## config.mk

```make
export PLATFORM = sky130hd
export DESIGN_NAME = uart_top
export DESIGN_NICKNAME = d
export VERILOG_FILES = /design/src/uart_pkg.sv /design/src/uart_top.sv /design/src/uart_tx_ser.sv /design/src/uart_rx_check.sv /design/src/uart_rx_des.sv /design/src/uart_baud_gen.sv
export SDC_FILE = /design/constraint.sdc
export NUM_CORES = 1
export LEC_CHECK = 0
export ABC_AREA = 1
export ABC_CLOCK_PERIOD_IN_PS = 5200
export BUFFER_PORTS_ARGS = -buffer_cell sky130_fd_sc_hd__buf_4
export CORE_UTILIZATION = 60
export CTS_BUF_LIST = sky130_fd_sc_hd__clkbuf_4
export DETAILED_ROUTE_END_ITERATION = 10
export GPL_ROUTABILITY_DRIVEN = 1
export MAX_ROUTING_LAYER = met4
export PLACE_DENSITY = 0.78
export RECOVER_POWER = 50
export SLEW_MARGIN = 20
export SYNTH_ARGS = -nofsm -noshare
export SYNTH_HDL_FRONTEND = slang
export SYNTH_SLANG_ARGS = --single-unit
```

## constraint.sdc

```tcl
create_clock -name clk -period 5.2 [get_ports clk]
set_clock_uncertainty 0.1 [all_clocks]
set_input_delay 1.04 -clock clk [delete_from_list [all_inputs] [get_ports clk]]
set_output_delay 1.04 -clock clk [all_outputs]
set_load 0.01 [all_outputs]
```

## src/uart_pkg.sv

```systemverilog
package uart_pkg;

   // receiver FSM
   typedef enum logic [1:0] {
      RX_IDLE  = 2'd0,
      RX_START = 2'd1,
      RX_DATA  = 2'd2,
      RX_STOP  = 2'd3
   } rx_state_t;

   // transmitter FSM
   typedef enum logic [2:0] {
      TX_IDLE   = 3'd0,
      TX_START  = 3'd1,
      TX_DATA   = 3'd2,
      TX_PARITY = 3'd3,
      TX_STOP   = 3'd4
   } tx_state_t;

   localparam int PARITY_MAX_WIDTH = 16;

   // even parity bit of a zero padded word
   function automatic logic even_parity(input logic [PARITY_MAX_WIDTH-1:0] word);
      logic p;
      p = ^word;
      return p;
   endfunction

endpackage
```

## src/uart_top.sv

```systemverilog
module uart_top #(
   parameter int WORD_WIDTH    = 8,
   parameter int OVERSAMPLING  = 16,
   parameter int CLKS_PER_TICK = 4
) (
   input  logic                  clk,
   input  logic                  rst_n,
   input  logic                  rxd,
   input  logic                  parity_en,
   input  logic                  tx_start,
   input  logic [WORD_WIDTH-1:0] tx_data,
   output logic                  txd,
   output logic                  tx_busy,
   output logic [WORD_WIDTH-1:0] rx_data,
   output logic                  rx_valid,
   output logic                  rx_parity_err,
   output logic                  rx_frame_err,
   output logic                  rx_active
);

   logic                tick;
   logic [WORD_WIDTH:0] shift_data;
   logic                frame_done;
   logic                frame_err;

   uart_baud_gen #(
      .CLKS_PER_TICK(CLKS_PER_TICK)
   ) baud_gen_inst (
      .clk   (clk),
      .rst_n (rst_n),
      .tick  (tick)
   );

   uart_rx_des #(
      .WORD_WIDTH   (WORD_WIDTH),
      .OVERSAMPLING (OVERSAMPLING)
   ) rx_des_inst (
      .clk        (clk),
      .rst_n      (rst_n),
      .tick       (tick),
      .rxd        (rxd),
      .parity_en  (parity_en),
      .shift_data (shift_data),
      .frame_done (frame_done),
      .frame_err  (frame_err),
      .rx_active  (rx_active)
   );

   uart_rx_check #(
      .WORD_WIDTH(WORD_WIDTH)
   ) rx_check_inst (
      .clk           (clk),
      .rst_n         (rst_n),
      .parity_en     (parity_en),
      .frame_done    (frame_done),
      .frame_err     (frame_err),
      .shift_data    (shift_data),
      .rx_data       (rx_data),
      .rx_valid      (rx_valid),
      .rx_parity_err (rx_parity_err),
      .rx_frame_err  (rx_frame_err)
   );

   uart_tx_ser #(
      .WORD_WIDTH   (WORD_WIDTH),
      .OVERSAMPLING (OVERSAMPLING)
   ) tx_ser_inst (
      .clk       (clk),
      .rst_n     (rst_n),
      .tick      (tick),
      .parity_en (parity_en),
      .tx_start  (tx_start),
      .tx_data   (tx_data),
      .txd       (txd),
      .tx_busy   (tx_busy)
   );

endmodule

```

## src/uart_tx_ser.sv

```systemverilog
module uart_tx_ser import uart_pkg::*; #(
   parameter int WORD_WIDTH   = 8,
   parameter int OVERSAMPLING = 16
) (
   input  logic                  clk,
   input  logic                  rst_n,
   input  logic                  tick,
   input  logic                  parity_en,
   input  logic                  tx_start,
   input  logic [WORD_WIDTH-1:0] tx_data,
   output logic                  txd,
   output logic                  tx_busy
);

   localparam int TW = $clog2(OVERSAMPLING);
   localparam int BW = $clog2(WORD_WIDTH + 1);
   localparam logic [TW-1:0] TICK_LAST = TW'(OVERSAMPLING - 1);

   tx_state_t state;

   logic [TW-1:0]         tick_ctr;
   logic [BW-1:0]         bit_ctr;
   logic [WORD_WIDTH-1:0] data_q;
   logic [WORD_WIDTH-1:0] data_next;
   logic                  par_q;
   logic                  accept;
   logic                  bit_end;

   assign accept    = tx_start && !tx_busy; // strobes while busy are dropped
   assign bit_end   = tick && (tick_ctr == '0);
   assign data_next = data_q >> 1;

   always_ff @(posedge clk) begin
      if (accept) begin
         data_q <= tx_data;
         par_q  <= even_parity(16'(tx_data));
      end else if (state == TX_DATA && bit_end) begin
         data_q <= data_next;
      end
   end

   always_ff @(posedge clk or negedge rst_n) begin
      if (!rst_n) begin
         state    <= TX_IDLE;
         tick_ctr <= '0;
         bit_ctr  <= '0;
         txd      <= 1'b1;
         tx_busy  <= 1'b0;
      end else begin
         if (tick && tick_ctr != '0)
            tick_ctr <= tick_ctr - 1'b1;
         case (state)
            TX_IDLE: begin
               if (accept) begin
                  state    <= TX_START;
                  txd      <= 1'b0; // start bit
                  tx_busy  <= 1'b1;
                  tick_ctr <= TICK_LAST;
               end
            end
            TX_START: begin
               if (bit_end) begin
                  state    <= TX_DATA;
                  txd      <= data_q[0];
                  bit_ctr  <= '0;
                  tick_ctr <= TICK_LAST;
               end
            end
            TX_DATA: begin
               if (bit_end) begin
                  tick_ctr <= TICK_LAST;
                  if (bit_ctr == BW'(WORD_WIDTH - 1)) begin
                     state <= parity_en ? TX_PARITY : TX_STOP;
                     txd   <= parity_en ? par_q : 1'b1;
                  end else begin
                     bit_ctr <= bit_ctr + 1'b1;
                     txd     <= data_next[0];
                  end
               end
            end
            TX_PARITY: begin
               if (bit_end) begin
                  state    <= TX_STOP;
                  txd      <= 1'b1;
                  tick_ctr <= TICK_LAST;
               end
            end
            TX_STOP: begin
               if (bit_end) begin
                  state   <= TX_IDLE; // line stays high
                  tx_busy <= 1'b0;
               end
            end
            default: begin
               state   <= TX_IDLE;
               txd     <= 1'b1;
               tx_busy <= 1'b0;
            end
         endcase
      end
   end

endmodule

```

## src/uart_rx_check.sv

```systemverilog
module uart_rx_check import uart_pkg::*; #(
   parameter int WORD_WIDTH = 8
) (
   input  logic                  clk,
   input  logic                  rst_n,
   input  logic                  parity_en,
   input  logic                  frame_done,
   input  logic                  frame_err,
   input  logic [WORD_WIDTH:0]   shift_data,
   output logic [WORD_WIDTH-1:0] rx_data,
   output logic                  rx_valid,
   output logic                  rx_parity_err,
   output logic                  rx_frame_err
);

   logic [WORD_WIDTH-1:0] word;
   logic                  parity_bit;
   logic                  parity_bad;

   // with parity the word ends one shift lower
   assign word       = parity_en ? shift_data[WORD_WIDTH-1:0] : shift_data[WORD_WIDTH:1];
   assign parity_bit = shift_data[WORD_WIDTH];

   // data plus parity bit must hold an even number of ones
   assign parity_bad = parity_en && (even_parity(16'(word)) != parity_bit);

   always_ff @(posedge clk or negedge rst_n) begin
      if (!rst_n) begin
         rx_data       <= '0;
         rx_valid      <= 1'b0;
         rx_parity_err <= 1'b0;
         rx_frame_err  <= 1'b0;
      end else begin
         rx_valid      <= frame_done;
         rx_parity_err <= frame_done && parity_bad;
         rx_frame_err  <= frame_err;
         if (frame_done)
            rx_data <= word; // held on framing errors
      end
   end

endmodule

```

## src/uart_rx_des.sv

```systemverilog
module uart_rx_des import uart_pkg::*; #(
   parameter int WORD_WIDTH   = 8,
   parameter int OVERSAMPLING = 16
) (
   input  logic                  clk,
   input  logic                  rst_n,
   input  logic                  tick,
   input  logic                  rxd,
   input  logic                  parity_en,
   output logic [WORD_WIDTH:0]   shift_data,
   output logic                  frame_done,
   output logic                  frame_err,
   output logic                  rx_active
);

   localparam int TW = $clog2(OVERSAMPLING);
   localparam int BW = $clog2(WORD_WIDTH + 1);
   localparam logic [TW-1:0] TICK_MID  = TW'(OVERSAMPLING / 2 - 1);
   localparam logic [TW-1:0] TICK_LAST = TW'(OVERSAMPLING - 1);

   rx_state_t state, state_nxt;

   logic          rxd_meta;
   logic          rxd_sync;
   logic [TW-1:0] tick_ctr, tick_nxt;
   logic [BW-1:0] bit_ctr, bit_nxt;
   logic [BW-1:0] last_bit;
   logic [WORD_WIDTH:0] shift_nxt;

   assign last_bit = parity_en ? BW'(WORD_WIDTH) : BW'(WORD_WIDTH - 1); // extra parity bit

   // two flop synchronizer on the idle high line
   always_ff @(posedge clk or negedge rst_n) begin
      if (!rst_n) begin
         rxd_meta <= 1'b1;
         rxd_sync <= 1'b1;
      end else begin
         rxd_meta <= rxd;
         rxd_sync <= rxd_meta;
      end
   end

   always_ff @(posedge clk or negedge rst_n) begin
      if (!rst_n) begin
         state    <= RX_IDLE;
         tick_ctr <= '0;
         bit_ctr  <= '0;
      end else begin
         state    <= state_nxt;
         tick_ctr <= tick_nxt;
         bit_ctr  <= bit_nxt;
      end
   end

   always_ff @(posedge clk) begin
      shift_data <= shift_nxt;
   end

   always_comb begin
      state_nxt  = state;
      tick_nxt   = tick_ctr;
      bit_nxt    = bit_ctr;
      shift_nxt  = shift_data;
      frame_done = 1'b0;
      frame_err  = 1'b0;

      case (state)
         RX_IDLE: begin
            if (!rxd_sync) begin
               state_nxt = RX_START;
               tick_nxt  = TICK_MID; // aim at middle of start bit
            end
         end
         RX_START: begin
            if (tick) begin
               if (tick_ctr == '0) begin
                  if (rxd_sync) begin
                     state_nxt = RX_IDLE; // glitch instead of a start bit
                  end else begin
                     state_nxt = RX_DATA;
                     tick_nxt  = TICK_LAST;
                     bit_nxt   = '0;
                  end
               end else begin
                  tick_nxt = tick_ctr - 1'b1;
               end
            end
         end
         RX_DATA: begin
            if (tick) begin
               if (tick_ctr == '0) begin
                  shift_nxt = {rxd_sync, shift_data[WORD_WIDTH:1]}; // lsb first
                  tick_nxt  = TICK_LAST;
                  if (bit_ctr == last_bit)
                     state_nxt = RX_STOP;
                  else
                     bit_nxt = bit_ctr + 1'b1;
               end else begin
                  tick_nxt = tick_ctr - 1'b1;
               end
            end
         end
         RX_STOP: begin
            if (tick) begin
               if (tick_ctr == '0) begin
                  state_nxt = RX_IDLE;
                  if (rxd_sync)
                     frame_done = 1'b1;
                  else
                     frame_err = 1'b1; // stop bit low
               end else begin
                  tick_nxt = tick_ctr - 1'b1;
               end
            end
         end
         default: state_nxt = RX_IDLE;
      endcase
   end

   assign rx_active = (state != RX_IDLE);

endmodule

```

## src/uart_baud_gen.sv

```systemverilog
module uart_baud_gen #(
   parameter int CLKS_PER_TICK = 4
) (
   input  logic clk,
   input  logic rst_n,
   output logic tick
);

   localparam int CW = (CLKS_PER_TICK > 1) ? $clog2(CLKS_PER_TICK) : 1;
   localparam logic [CW-1:0] RELOAD = CW'(CLKS_PER_TICK - 1);

   logic [CW-1:0] cnt;

   always_ff @(posedge clk or negedge rst_n) begin
      if (!rst_n) begin
         cnt  <= RELOAD;
         tick <= 1'b0;
      end else if (cnt == '0) begin
         cnt  <= RELOAD; // wrap
         tick <= 1'b1;
      end else begin
         cnt  <= cnt - 1'b1;
         tick <= 1'b0;
      end
   end

endmodule

```

==> flow_metrics.env <==
export IMPL_outcome="finished with violations"
export IMPL_violations="capacitance limit, slew limit"
export IMPL_worstSetupPathDepth=6
export IMPL_grt_total_usage=0.229
export IMPL_ys_ff_latch=57
export IMPL_crit_top_cell="o211ai_1"
export IMPL_fin_util=0.704
export IMPL_diodes=0
export IMPL_grt_overflow=0
export IMPL_fill_cells=400
export IMPL_cts_inserted_buffers=9
export IMPL_avgViaCountPerCell=5.08
export IMPL_post_dp_hpwl_um=3920
export IMPL_tightest_slew_ps=2040
export IMPL_worstHoldPathCells=0
export IMPL_drive_gt1_frac=0.132
export IMPL_slew_headroom=-0.361
export IMPL_vias=2460
export IMPL_synth_top_cell_area_share=0.273
export IMPL_cp_start_kind="primary input"
export IMPL_final_nets=435
export IMPL_yosysTopAreaCell="dfrtp_1"
export IMPL_worstHoldPathType="reg2reg"
export IMPL_io_pins=27
export IMPL_cts_root_buf="clkbuf_4"
export IMPL_cts_hold_buf=0
export IMPL_place_ws_ps=2570
export IMPL_clock_sinks=57
export IMPL_crit_type="in2reg"
export IMPL_synth_commonest_cells="150 x nand2_1, 38 x inv_1, 34 x dfrtp_1, 22 x nor2_1, 22 x o21ai_0"
export IMPL_maxCapViolations=1
export IMPL_r2r_end="rx_des_inst.shift_data[0]"
export IMPL_p_leak_uw=0.00175
export IMPL_port_buffers=26
export IMPL_max_freq_mhz=400
export IMPL_rsz0062_at_grt="false"
export IMPL_first_pass_iters=5
export IMPL_antenna_found_initial=0
export IMPL_setup_tns_ps=0
export IMPL_syn_nets=405
export IMPL_synth_edf_count=18
export IMPL_p_per_area_nw_per_um2=290
export IMPL_async_flop_share=0.684
export IMPL_drtIter0Drc=184
export IMPL_r2r_slack_ps=3040
export IMPL_die_height_um=74.1
export IMPL_ir_worst_vdd_uv=243
export IMPL_cts_buffer_depth=2
export IMPL_worst_hold_startpoint="rx_des_inst.rxd_meta"
export IMPL_slowest_delay_ps=490
export IMPL_crit_family="buffers and inverters"
export IMPL_grt_pass1_wl_um=9150
export IMPL_yosys_warnings=0
export IMPL_finalHoldViolCount=0
export IMPL_r2r_cells=6
export IMPL_synth_most_common_cell="nand2_1"
export IMPL_die_area_um2=5500
export IMPL_cts_tree="yes"
export IMPL_routedWlPerCell_um=11.3
export IMPL_core_um2=4850
export IMPL_synthCells=382
export IMPL_timing_rr_start="rx_des_inst.tick_ctr[0]"
export IMPL_synth_cell_type_count=40
export IMPL_area_growth_pct=9.30
export IMPL_gp_congestion=0.857
export IMPL_synth_area_top_cells="dfrtp_1 27%, nand2_1 18%, edfxtp_1 17%, inv_1 4.6%, dfstp_2 4.2%"
export IMPL_clk_latency_ps=390
export IMPL_cp_max_fo=12
export IMPL_finalWirelength_um=5450
export IMPL_fin_crit_sh=0.481
export IMPL_crit_arrival_ps=2660
export IMPL_min_to="rx_des_inst.rxd_sync"
export IMPL_drc_errors=0
export IMPL_end_kind="register"
export IMPL_dieWidth_um=74.1
export IMPL_htree_levels=3
export IMPL_holdWs_ps=267
export IMPL_start_util=0.644
export IMPL_required_ps=5360
export IMPL_setup_violations=0
export IMPL_seq_area_frac_synth=0.488
export IMPL_path_buf_inv=3
export IMPL_postRouteAntennaNets=0
export IMPL_yosys_most_used_dff="dfrtp_1"
export IMPL_path_clk_slew_ps=100
export IMPL_cp_cell_sequence="clkbuf_4 -> inv_1 -> or2_0 -> clkinv_1 -> o211ai_1 -> o211ai_1"
export IMPL_fp_row_count=25
export IMPL_syn_area_um2=3120
export IMPL_synth_area_per_cell_um2=8.17
export IMPL_crit_slowest_cell="or2_0"
export IMPL_period_needed_ps=2500
export IMPL_post_cts_resized=0
export IMPL_grt_pass1_vias=2208
export IMPL_slew_violations=40
export IMPL_cts_setup_buffers=0
export IMPL_setup_ws_ps=2700
export IMPL_grt_max_degree=40
worst max path at each step:
stage	from	to	slack, ps
after global routing	rst_n	tx_ser_inst.tx_busy	2210
after CTS	rx_des_inst.state[0]	rx_active	2720
after global placement	tx_start	tx_ser_inst.tick_ctr[1]	2640
after floorplan	tx_start	tx_ser_inst.data_q[0]	2920
after detailed placement	tx_start	tx_ser_inst.tick_ctr[1]	2570
final	tx_start	tx_ser_inst.tick_ctr[1]	2700
where the power goes:
| part | switching [µW] | internal [µW] |
|---|---|---|
| clock network | 156 | 88.0 |
| logic | 141 | 88.5 |
| registers | 26.4 | 491 |
| total | 323 | 667 |
kinds of logic (layout without fill, tap and decap cells):
group,count (synthesis),count (layout),share of synthesized area
flops,57,57,0.488
buf+inv,50,85,0.0737
mux,1,1,0.00361
compound gates,42,42,0.0758
xor+xnor,12,12,0.0337
fa+ha+maj,10,10,0.0401
simple gates,210,210,0.285
flip-flops by register name, indices dropped and copies added, names as in the netlist, 2 cells and up, named ones only:
name	flops
tx_ser_inst.state	3
rx_check_inst.rx_data	8
rx_des_inst.tick_ctr	4
tx_ser_inst.tick_ctr	4
rx_des_inst.shift_data	9
baud_gen_inst.cnt	2
tx_ser_inst.data_q	8
tx_ser_inst.bit_ctr	4
rx_des_inst.bit_ctr	4
per-stage QoR:
step	total power (µW)	std cells	cell area, µm²
2_1_floorplan	694	382	3120
3_3_place_gp	748	468	3340
3_5_place_dp	757	468	3340
4_1_cts	1000	484	3430
5_1_grt	1050	484	3410
6_report	990	484	3410
routing by layer:
metal | share of wire | vias to the layer above | GRT usage
met3 | 0.039 | 11 | 0.0474
met5 | 0 | - | -
met1 | 0.48 | 1108 | 0.292
li1 | - | 1279 | -
met4 | 0.023 | 0 | 0.118
met2 | 0.46 | 62 | 0.346
cell type report:
class / instances / area, µm² / share of cell area
clock buffer: 9 / 67.6 / 0.0198
tap: 67 / 83.8 / 0.0246
inverter: 43 / 166 / 0.0488
clock inverter: 7 / 27.5 / 0.00807
sequential: 57 / 1520 / 0.446
multi-input combinational: 275 / 1350 / 0.396
timing repair buffer: 26 / 191 / 0.0561
cell usage in the layout, fill, tap and decap left out, types with 7 or more instances in the layout:
cell / instances
nand3_1: 11
o21ai_0: 21
buf_4: 22
nor2_1: 24
clkinv_1: 7
clkbuf_4: 12
a21oi_1: 9
ha_1: 10
nand2_1: 150
edfxtp_1: 18
inv_1: 38
dfrtp_1: 34
Note: power is estimated with default switching activity, not from simulation.
